$ cat src/eject_macros.svh
`ifndef EJECT_MACROS_SVH
`define EJECT_MACROS_SVH

// packet word and port count
`define EJ_DATA_W      64
`define EJ_NUM_PORTS   7
`define EJ_FIFO_DEPTH  4   // words per input buffer

// reduction packet fields
`define EJ_PAYLOAD_W   32
`define EJ_WEIGHT_W    8
`define EJ_IDX_W       4   // 16 table entries
`define EJ_CNT_W       3   // expect and arrival counts
`define EJ_ID_W        8

`endif

$ cat src/eject_pkg.sv
`default_nettype none

`include "eject_macros.svh"

package eject_pkg;

    // one network word, decoded by the reduce flag
    // valid and reduce sit at the top of both views
    typedef union packed {
        struct packed {
            logic                     valid;
            logic                     reduce;
            logic [3:0]               exit_dir;  // exit request, not used at ejection
            logic [7:0]               prio;
            logic [17:0]              rsvd;
            logic [`EJ_PAYLOAD_W-1:0] payload;
        } plain;
        struct packed {
            logic                     valid;
            logic                     reduce;
            logic [`EJ_ID_W-1:0]      data_id;
            logic [`EJ_CNT_W-1:0]     expect_cnt;  // contributions in the group
            logic [`EJ_IDX_W-1:0]     index;       // reduction table slot
            logic [`EJ_WEIGHT_W-1:0]  weight;
            logic [6:0]               rsvd;
            logic [`EJ_PAYLOAD_W-1:0] payload;
        } red;
    } pkt_u;

endpackage

`default_nettype wire

$ cat src/reduce_if.sv
`timescale 1ns/1ps
`default_nettype none

`include "eject_macros.svh"

// one granted reduction contribution per cycle, no back-pressure
interface reduce_if;
    logic                     valid;  // single-cycle strobe
    logic [`EJ_ID_W-1:0]      data_id;
    logic [`EJ_CNT_W-1:0]     expect_cnt;
    logic [`EJ_IDX_W-1:0]     index;
    logic [`EJ_WEIGHT_W-1:0]  weight;
    logic [`EJ_PAYLOAD_W-1:0] payload;

    modport src (
        output valid, data_id, expect_cnt, index, weight, payload
    );

    modport sink (
        input valid, data_id, expect_cnt, index, weight, payload
    );
endinterface

`default_nettype wire

$ cat src/eject_switch.sv
`timescale 1ns/1ps
`default_nettype none

`include "eject_macros.svh"

// ejection crossbar: ordinary heads leave on their own port every cycle,
// flagged heads share one reduction path granted lowest port first
module eject_switch
    import eject_pkg::*;
(
    input  logic                          clk,
    input  logic                          rst,
    input  pkt_u [`EJ_NUM_PORTS-1:0]      heads,
    input  logic [`EJ_NUM_PORTS-1:0]      empty,
    output logic [`EJ_NUM_PORTS-1:0]      pop,
    output pkt_u [`EJ_NUM_PORTS-1:0]      outs,
    reduce_if.src                         red
);

    localparam int NP = `EJ_NUM_PORTS;

    logic [NP-1:0] ord_req;   // head present and ordinary
    logic [NP-1:0] red_req;   // head present and wants the reduction path
    logic [NP-1:0] grant;
    pkt_u          sel;       // granted head

    always_comb begin
        for (int p = 0; p < NP; p++) begin
            ord_req[p] = ~empty[p] & ~heads[p].plain.reduce;
            red_req[p] = ~empty[p] & heads[p].red.reduce;
        end
    end

    // isolate the lowest set request bit
    assign grant = red_req & (~red_req + NP'(1));

    assign pop = ord_req | grant;

    always_comb begin
        sel = '0;
        for (int p = 0; p < NP; p++) begin
            if (grant[p]) begin
                sel = heads[p];
            end
        end
    end

    // port outputs hold a word for exactly one cycle after its pop
    always_ff @(posedge clk) begin
        if (rst) begin
            outs <= '0;
        end else begin
            for (int p = 0; p < NP; p++) begin
                outs[p] <= ord_req[p] ? heads[p] : '0;
            end
        end
    end

    always_ff @(posedge clk) begin
        if (rst) begin
            red.valid <= 1'b0;
        end else begin
            red.valid <= |grant;
        end
    end

    // contribution fields follow the strobe
    always_ff @(posedge clk) begin
        red.data_id    <= sel.red.data_id;
        red.expect_cnt <= sel.red.expect_cnt;
        red.index      <= sel.red.index;
        red.weight     <= sel.red.weight;
        red.payload    <= sel.red.payload;
    end

    // only one flagged head may leave its buffer per cycle
    a_one_red_pop: assert property (@(posedge clk) disable iff (rst)
        $onehot0(pop & red_req))
        else $error("eject_switch: more than one reduction head popped");

endmodule

`default_nettype wire

$ cat src/local_eject.sv
`timescale 1ns/1ps
`default_nettype none

`include "eject_macros.svh"

// ejection stage of a 3D-torus node
// port order local, yneg, ypos, xpos, xneg, zpos, zneg
module local_eject
    import eject_pkg::*;
(
    input  logic                  clk,
    input  logic                  rst,
    input  logic [`EJ_DATA_W-1:0] in_local,
    input  logic [`EJ_DATA_W-1:0] in_yneg,
    input  logic [`EJ_DATA_W-1:0] in_ypos,
    input  logic [`EJ_DATA_W-1:0] in_xpos,
    input  logic [`EJ_DATA_W-1:0] in_xneg,
    input  logic [`EJ_DATA_W-1:0] in_zpos,
    input  logic [`EJ_DATA_W-1:0] in_zneg,
    input  logic                  in_stall_local,
    input  logic                  in_stall_yneg,
    input  logic                  in_stall_ypos,
    input  logic                  in_stall_xpos,
    input  logic                  in_stall_xneg,
    input  logic                  in_stall_zpos,
    input  logic                  in_stall_zneg,
    output logic                  in_avail_local,
    output logic                  in_avail_yneg,
    output logic                  in_avail_ypos,
    output logic                  in_avail_xpos,
    output logic                  in_avail_xneg,
    output logic                  in_avail_zpos,
    output logic                  in_avail_zneg,
    output logic [`EJ_DATA_W-1:0] out_local,
    output logic [`EJ_DATA_W-1:0] out_yneg,
    output logic [`EJ_DATA_W-1:0] out_ypos,
    output logic [`EJ_DATA_W-1:0] out_xpos,
    output logic [`EJ_DATA_W-1:0] out_xneg,
    output logic [`EJ_DATA_W-1:0] out_zpos,
    output logic [`EJ_DATA_W-1:0] out_zneg,
    output logic                  local_send,
    output logic                  yneg_send,
    output logic                  ypos_send,
    output logic                  xpos_send,
    output logic                  xneg_send,
    output logic                  zpos_send,
    output logic                  zneg_send,
    output logic [`EJ_DATA_W-1:0] out_reduction
);

    pkt_u [`EJ_NUM_PORTS-1:0] din;
    pkt_u [`EJ_NUM_PORTS-1:0] heads;
    pkt_u [`EJ_NUM_PORTS-1:0] outs;
    logic [`EJ_NUM_PORTS-1:0] stall;
    logic [`EJ_NUM_PORTS-1:0] full;
    logic [`EJ_NUM_PORTS-1:0] empty;
    logic [`EJ_NUM_PORTS-1:0] pop;

    reduce_if red ();

    assign din   = {in_zneg, in_zpos, in_xneg, in_xpos, in_ypos, in_yneg, in_local};
    assign stall = {in_stall_zneg, in_stall_zpos, in_stall_xneg, in_stall_xpos,
                    in_stall_ypos, in_stall_yneg, in_stall_local};

    assign {in_avail_zneg, in_avail_zpos, in_avail_xneg, in_avail_xpos,
            in_avail_ypos, in_avail_yneg, in_avail_local} = ~full;

    assign {out_zneg, out_zpos, out_xneg, out_xpos, out_ypos, out_yneg, out_local} = outs;

    // send strobe is the valid bit of each port word
    assign local_send = outs[0].plain.valid;
    assign yneg_send  = outs[1].plain.valid;
    assign ypos_send  = outs[2].plain.valid;
    assign xpos_send  = outs[3].plain.valid;
    assign xneg_send  = outs[4].plain.valid;
    assign zpos_send  = outs[5].plain.valid;
    assign zneg_send  = outs[6].plain.valid;

    for (genvar p = 0; p < `EJ_NUM_PORTS; p++) begin : g_fifo
        port_fifo #(
            .DEPTH (`EJ_FIFO_DEPTH)
        ) u_port_fifo (
            .clk   (clk),
            .rst   (rst),
            .din   (din[p]),
            .stall (stall[p]),
            .pop   (pop[p]),
            .head  (heads[p]),
            .empty (empty[p]),
            .full  (full[p])
        );
    end

    eject_switch u_eject_switch (
        .clk   (clk),
        .rst   (rst),
        .heads (heads),
        .empty (empty),
        .pop   (pop),
        .outs  (outs),
        .red   (red.src)
    );

    reduce_unit u_reduce_unit (
        .clk           (clk),
        .rst           (rst),
        .red           (red.sink),
        .out_reduction (out_reduction)
    );

endmodule

`default_nettype wire

$ cat src/port_fifo.sv
`timescale 1ns/1ps
`default_nettype none

`include "eject_macros.svh"

// input buffer for one direction, head is visible without a read cycle
module port_fifo
    import eject_pkg::*;
#(
    parameter int DEPTH = `EJ_FIFO_DEPTH
) (
    input  logic clk,
    input  logic rst,
    input  pkt_u din,
    input  logic stall,
    input  logic pop,
    output pkt_u head,
    output logic empty,
    output logic full
);

    localparam int PTR_W = (DEPTH > 1) ? $clog2(DEPTH) : 1;
    localparam int CNT_W = $clog2(DEPTH + 1);

    pkt_u             mem [DEPTH];
    logic [PTR_W-1:0] wr_ptr;
    logic [PTR_W-1:0] rd_ptr;
    logic [CNT_W-1:0] count;
    logic             wr_en;

    assign wr_en = din.plain.valid & ~stall;  // upstream keeps the old rule

    assign empty = (count == '0);
    assign full  = (count == CNT_W'(DEPTH));
    assign head  = mem[rd_ptr];

    always_ff @(posedge clk) begin
        if (wr_en) begin
            mem[wr_ptr] <= din;
        end
    end

    always_ff @(posedge clk) begin
        if (rst) begin
            wr_ptr <= '0;
            rd_ptr <= '0;
            count  <= '0;
        end else begin
            if (wr_en) begin
                wr_ptr <= (wr_ptr == PTR_W'(DEPTH - 1)) ? '0 : wr_ptr + 1'b1;
            end
            if (pop) begin
                rd_ptr <= (rd_ptr == PTR_W'(DEPTH - 1)) ? '0 : rd_ptr + 1'b1;
            end
            case ({wr_en, pop})
                2'b10:   count <= count + 1'b1;
                2'b01:   count <= count - 1'b1;
                default: count <= count;   // idle or write plus pop
            endcase
        end
    end

    // upstream must honour in_avail and the switch must only pop a present head
    a_no_overflow: assert property (@(posedge clk) disable iff (rst)
        !(wr_en && full))
        else $error("port_fifo: write into full buffer");

    a_no_underflow: assert property (@(posedge clk) disable iff (rst)
        !(pop && empty))
        else $error("port_fifo: pop from empty buffer");

endmodule

`default_nettype wire

$ cat src/reduce_unit.sv
`timescale 1ns/1ps
`default_nettype none

`include "eject_macros.svh"

// reduction table with a two-stage read-modify-write
// stage one reads the slot, stage two accumulates and writes back or emits
module reduce_unit
    import eject_pkg::*;
(
    input  logic   clk,
    input  logic   rst,
    reduce_if.sink red,
    output pkt_u   out_reduction
);

    localparam int ENTRIES = 1 << `EJ_IDX_W;

    logic [`EJ_CNT_W-1:0]     tbl_cnt [ENTRIES];  // arrivals so far
    logic [`EJ_WEIGHT_W-1:0]  tbl_w   [ENTRIES];
    logic [`EJ_PAYLOAD_W-1:0] tbl_p   [ENTRIES];

    // stage one registers, the contribution plus the entry it hits
    logic                     s1_valid;
    logic [`EJ_ID_W-1:0]      s1_id;
    logic [`EJ_CNT_W-1:0]     s1_expect;
    logic [`EJ_IDX_W-1:0]     s1_index;
    logic [`EJ_WEIGHT_W-1:0]  s1_weight;
    logic [`EJ_PAYLOAD_W-1:0] s1_payload;
    logic [`EJ_CNT_W-1:0]     s1_cnt;
    logic [`EJ_WEIGHT_W-1:0]  s1_wsum;
    logic [`EJ_PAYLOAD_W-1:0] s1_psum;

    // stage two results
    logic [`EJ_CNT_W-1:0]     nxt_cnt;
    logic [`EJ_WEIGHT_W-1:0]  nxt_w;
    logic [`EJ_PAYLOAD_W-1:0] nxt_p;
    logic                     done;
    logic [`EJ_CNT_W-1:0]     wb_cnt;
    logic [`EJ_WEIGHT_W-1:0]  wb_w;
    logic [`EJ_PAYLOAD_W-1:0] wb_p;
    logic                     fwd;
    pkt_u                     res;

    assign nxt_cnt = s1_cnt + 1'b1;
    assign nxt_w   = s1_wsum + s1_weight;   // wraps mod 256
    assign nxt_p   = s1_psum + s1_payload;
    assign done    = s1_valid && (nxt_cnt == s1_expect);

    // completed group leaves a cleared slot behind
    assign wb_cnt = done ? '0 : nxt_cnt;
    assign wb_w   = done ? '0 : nxt_w;
    assign wb_p   = done ? '0 : nxt_p;

    // same slot being written this edge, the table copy would be stale
    assign fwd = s1_valid && (red.index == s1_index);

    always_ff @(posedge clk) begin
        if (rst) begin
            s1_valid <= 1'b0;
        end else begin
            s1_valid <= red.valid;
        end
    end

    always_ff @(posedge clk) begin
        s1_id      <= red.data_id;
        s1_expect  <= red.expect_cnt;
        s1_index   <= red.index;
        s1_weight  <= red.weight;
        s1_payload <= red.payload;
        if (fwd) begin
            s1_cnt  <= wb_cnt;
            s1_wsum <= wb_w;
            s1_psum <= wb_p;
        end else begin
            s1_cnt  <= tbl_cnt[red.index];
            s1_wsum <= tbl_w[red.index];
            s1_psum <= tbl_p[red.index];
        end
    end

    always_ff @(posedge clk) begin
        if (rst) begin
            for (int i = 0; i < ENTRIES; i++) begin
                tbl_cnt[i] <= '0;
                tbl_w[i]   <= '0;
                tbl_p[i]   <= '0;
            end
        end else if (s1_valid) begin
            tbl_cnt[s1_index] <= wb_cnt;
            tbl_w[s1_index]   <= wb_w;
            tbl_p[s1_index]   <= wb_p;
        end
    end

    // combined packet keeps the last contributor's id
    always_comb begin
        res                = '0;
        res.red.valid      = 1'b1;
        res.red.reduce     = 1'b1;
        res.red.data_id    = s1_id;
        res.red.expect_cnt = s1_expect;
        res.red.index      = s1_index;
        res.red.weight     = nxt_w;
        res.red.payload    = nxt_p;
    end

    always_ff @(posedge clk) begin
        if (rst) begin
            out_reduction <= '0;
        end else begin
            out_reduction <= done ? res : '0;
        end
    end

    // an expect count of zero would never complete and leak the slot
    a_expect_nonzero: assert property (@(posedge clk) disable iff (rst)
        red.valid |-> (red.expect_cnt != '0))
        else $error("reduce_unit: contribution with zero expect count");

endmodule

`default_nettype wire

$ cat config.mk
export PLATFORM = sky130hd
export DESIGN_NAME = local_eject
export DESIGN_NICKNAME = d
export VERILOG_FILES = /design/src/eject_pkg.sv /design/src/reduce_if.sv /design/src/eject_switch.sv /design/src/local_eject.sv /design/src/port_fifo.sv /design/src/reduce_unit.sv
export VERILOG_INCLUDE_DIRS = /design/src /design/src/src
export SDC_FILE = /design/constraint.sdc
export NUM_CORES = 2
export LEC_CHECK = 0
export BUFFER_PORTS_ARGS = -buffer_cell sky130_fd_sc_hd__buf_2
export CORE_UTILIZATION = 55
export CTS_CLUSTER_SIZE = 12
export DETAILED_ROUTE_END_ITERATION = 8
export PLACE_DENSITY = 0.8
export SLEW_MARGIN = 20
export SYNTH_ARGS = -nofsm -noshare
export SYNTH_HDL_FRONTEND = slang
export SYNTH_SLANG_ARGS = --single-unit
$ cat constraint.sdc
create_clock -name clk -period 4.2 [get_ports clk]
set_input_delay 0.21 -clock clk [delete_from_list [all_inputs] [get_ports clk]]
set_output_delay 0.21 -clock clk [all_outputs]
set_load 0.01 [all_outputs]
==> results.txt <==
crit path launch type: flip-flop
Max Transition Viols Final: 0
CP cell instances: mux4_2, a222oi_1, buf_4, nand2_1, a21oi_2, ha_1, inv_1, fa_1, xor2_1, or3_1, a21oi_1
Worst-Margin Slew: 1.22 ns
leading area contributor after synthesis: edfxtp_1
DRT iter0 DRCs: 11400
setup TNS: 0 ns
DR pass1 iterations: 6
syn avg cell area: 17.7 um2
HP Class: in2reg
worst setup path class: reg2reg
# H-tree levels: 5
Power Density: 665 nW/um2
initial core utilization: 55.4%
Final Wtd Congestion: 0.963
Clk network pwr share: 29.9%
synth cell count leaders: edfxtp_1, nor2_1, dfxtp_1
Worst Hold Launch: in_local[41]
setup slack, reg-to-reg: 0.15 ns
ys flop type: edfxtp_1
vias post-DR: 75600
reg-to-reg endpoint: g_fifo[4].u_port_fifo.count[2]
CTS Root Cell: clkbuf_16
Wirelength per Cell: 34.9 um
cell with the most instances after synthesis: edfxtp_1
Pint: 63300 uW
CP arrival: 4.92 ns
switching portion of total power: 34.6%
crit path max fanout: 6
CORE AREA: 215000 um2
area grow syn2layout: 22.4%
Synth Register Bits: 3202
Sequential Power Share: 39.8%
Min-Delay Path Depth: 2
setup ws final: 0.145 ns
pre-CTS WS: 0.326 ns
total of max-cap violations: 0
ANT nets after route: 0
largest net degree at the start of global routing: 78
TritonCTS buffer count: 342
status: complete, no violations
Final Skew: 0.0762 ns
Total Routing Usage GR: 37.3%
Die Y: 467 um
Worst Path Required: 5.07 ns
Via-to-Cell Ratio: 6.43
relative slew slack: 19.0%
Final Hold Fails: 0
Syn Std Cell Area: 119000 um2
Gate Count Post-Synth: 6739
RSZ-0062 raised after global routing: no
I/O Pins: 983
Distinct cells, synth: 67
Final Cycle Share: 96.5%
Crit-path slowest cell: a222oi_1
design area: 146000 um2
clock-pin slew of the registers on the worst-case setup and hold paths: 0.07 ns
register area share after synthesis: 74.7%
GRT overflow: 0
Yosys warnings: 0
hpwl dp: 254000 um
Skew-Pair Late Insertion Delay: 1.02 ns
DP Area: 128000 um2
Post-synth EDFFs: 2480
DRC: 0
maximum vdd drop: 0.609 mV
slowest stage delay, CP: 0.72 ns
upper clock frequency limit: 0.247 GHz
CTS tree: done
layout cell share with drive strength beyond 1: 26.7%
sw power: 33500 uW
Hold Path Sink: g_fifo[0].u_port_fifo.mem[1][41]
setup bufs post-CTS: 0
Layout Nets: 9095
R2R cell count: 11
WL final: 411000 um
num rows: 170
Synth top area share: 62.5%
first-pass GRT wire length: 564000 um
total die area: 218000 um2
IO Port Bufs: 975
crit end category: flip-flop
Clock Path Buffers: 4
Leak: 0.0529 uW
clk sink count: 3202
initial antenna violation count: 143
Final setup viols: 0
Synth area leaders: edfxtp_1, dfxtp_1, mux4_2
number of global-route vias before repair: 75400
post-route minimum period: 4.05 ns
Final Util: 67.8%
Critical R2R Launch: g_fifo[1].u_port_fifo.mem[2][62]
Async S/R FF share, synth: 0%
Die W: 467 um
combinational share of power: 30.3%
-- power groups by stage --
stage	registers, uW	clock network (uW)	logic, uW
floorplan	38300	0	16500
global placement	38900	0	26900
detailed placement	39000	0	27300
CTS	38400	28600	28300
global route	38600	30100	30400
finish	38600	28900	29400
-- how the worst max path moves through the flow --
| stage | start | to | slack [ns] | cells past startpoint |
|---|---|---|---|---|
| after global routing | g_fifo[0].u_port_fifo.count[0] | g_fifo[4].u_port_fifo.count[2] | 0.11 | 12 |
| after detailed placement | g_fifo[0].u_port_fifo.count[2] | g_fifo[5].u_port_fifo.count[2] | 0.33 | 13 |
| after CTS | g_fifo[0].u_port_fifo.count[0] | g_fifo[5].u_port_fifo.count[2] | 0.20 | 13 |
| final | g_fifo[1].u_port_fifo.mem[2][62] | g_fifo[4].u_port_fifo.count[2] | 0.15 | 11 |
| after global placement | g_fifo[0].u_port_fifo.count[2] | g_fifo[5].u_port_fifo.count[2] | 0.37 | 13 |
| after floorplan | flip-flop | g_fifo[5].u_port_fifo.count[2] | 0.82 | 12 |
-- what timing repair did --
| item | CTS | global route |
|---|---|---|
| hold buffers | 698 | 3 |
| gates resized for setup | 0 | 1 |
| hold endpoints to repair | 1910 | 8 |
| endpoints found under the setup margin | 0 | 2 |
-- layout make-up --
cell class	instances	area, um2
Clock inverter	59	531
Antenna cell	101	253
Clock buffer	550	9820
Timing Repair Buffer	1874	13800
Fill cell	13100	69100
Sequential cell	3202	89000
Tap cell	2838	3550
Inverter	57	214
Multi-Input combinational cell	3071	28600
-- kinds of logic after synthesis --
family	synth area share [%]
fa+ha+maj	1.00
xor+xnor	0.353
simple gates	7.01
other cells	0.00315
flops	74.7
mux	12.7
buf+inv	1.61
compound gates	2.62
-- routing by layer --
metal / vias up / global-route usage [%] / part of all wire [%]
met5: - / 0 / 0.13
met4: 80 / 28.3 / 9.4
met3: 1597 / 12.3 / 13
met2: 6690 / 57.4 / 46
met1: 37700 / 43.5 / 31
li1: 29500 / - / -
-- placed cells by master, fill, tap and decap left out, types with 16 or more instances in the layout --
master and count:
clkbuf_16 349, clkbuf_1 167, buf_12 30, o22a_1 24, edfxtp_1 2480, a22oi_1 16
a22o_1 79, mux4_2 638, buf_2 974, ha_1 81, a221oi_1 68, dlygate4sd3_1 701
dfxtp_1 704, mux2i_1 65, nand3_1 71, nor3_1 62, a21oi_1 99, nand2_1 230
nor2_1 787, clkbuf_8 32, o21ai_0 70, clkinv_2 24, diode_2 101, and3_1 23
buf_4 168, nand2b_1 29, xor2_1 34, and2_1 449, and2_2 19, inv_1 57
-- through the flow --
step                      total power (uW)  hold slack [ns]  instances
final                                96900           0.0229      11800
after global routing                 99100          0.00814      11700
after CTS                            95200         0.000210      11600
after detailed placement             66400            0.314      10300
after global placement               65800            0.312      10300
after floorplan                      54700            0.309       6752
-- registers in the layout, summed over array words and instances (netlist names), 4 cells and up, named ones only --
register	cells
u_eject_switch.red.weight	8
u_eject_switch.red.payload	32
u_reduce_unit.s1_weight	8
u_reduce_unit.tbl_cnt	48
u_eject_switch.red.index	4
g_fifo.u_port_fifo.mem	1792
u_reduce_unit.s1_index	4
u_reduce_unit.tbl_p	512
u_reduce_unit.out_reduction	56
u_reduce_unit.s1_id	8
u_reduce_unit.tbl_w	128
u_reduce_unit.s1_psum	32
g_fifo.u_port_fifo.count	21
g_fifo.u_port_fifo.rd_ptr	14
u_eject_switch.red.data_id	8
u_reduce_unit.s1_payload	32
u_eject_switch.outs	448
g_fifo.u_port_fifo.wr_ptr	14
u_reduce_unit.s1_wsum	8
-- critical path, delay by kind of cell (launching register included) --
kind / cells / cell delay (ns)
AOI/OAI and AO/OA: 3 / 1.19
adders and majority gates: 2 / 0.68
muxes: 1 / 0.56
DFF: 1 / 0.43
and+or+nand+nor: 2 / 0.49
xor gates and xnor gates: 1 / 0.19
buffers and inverters: 2 / 0.36
Power figures use the tool's default switching activity.
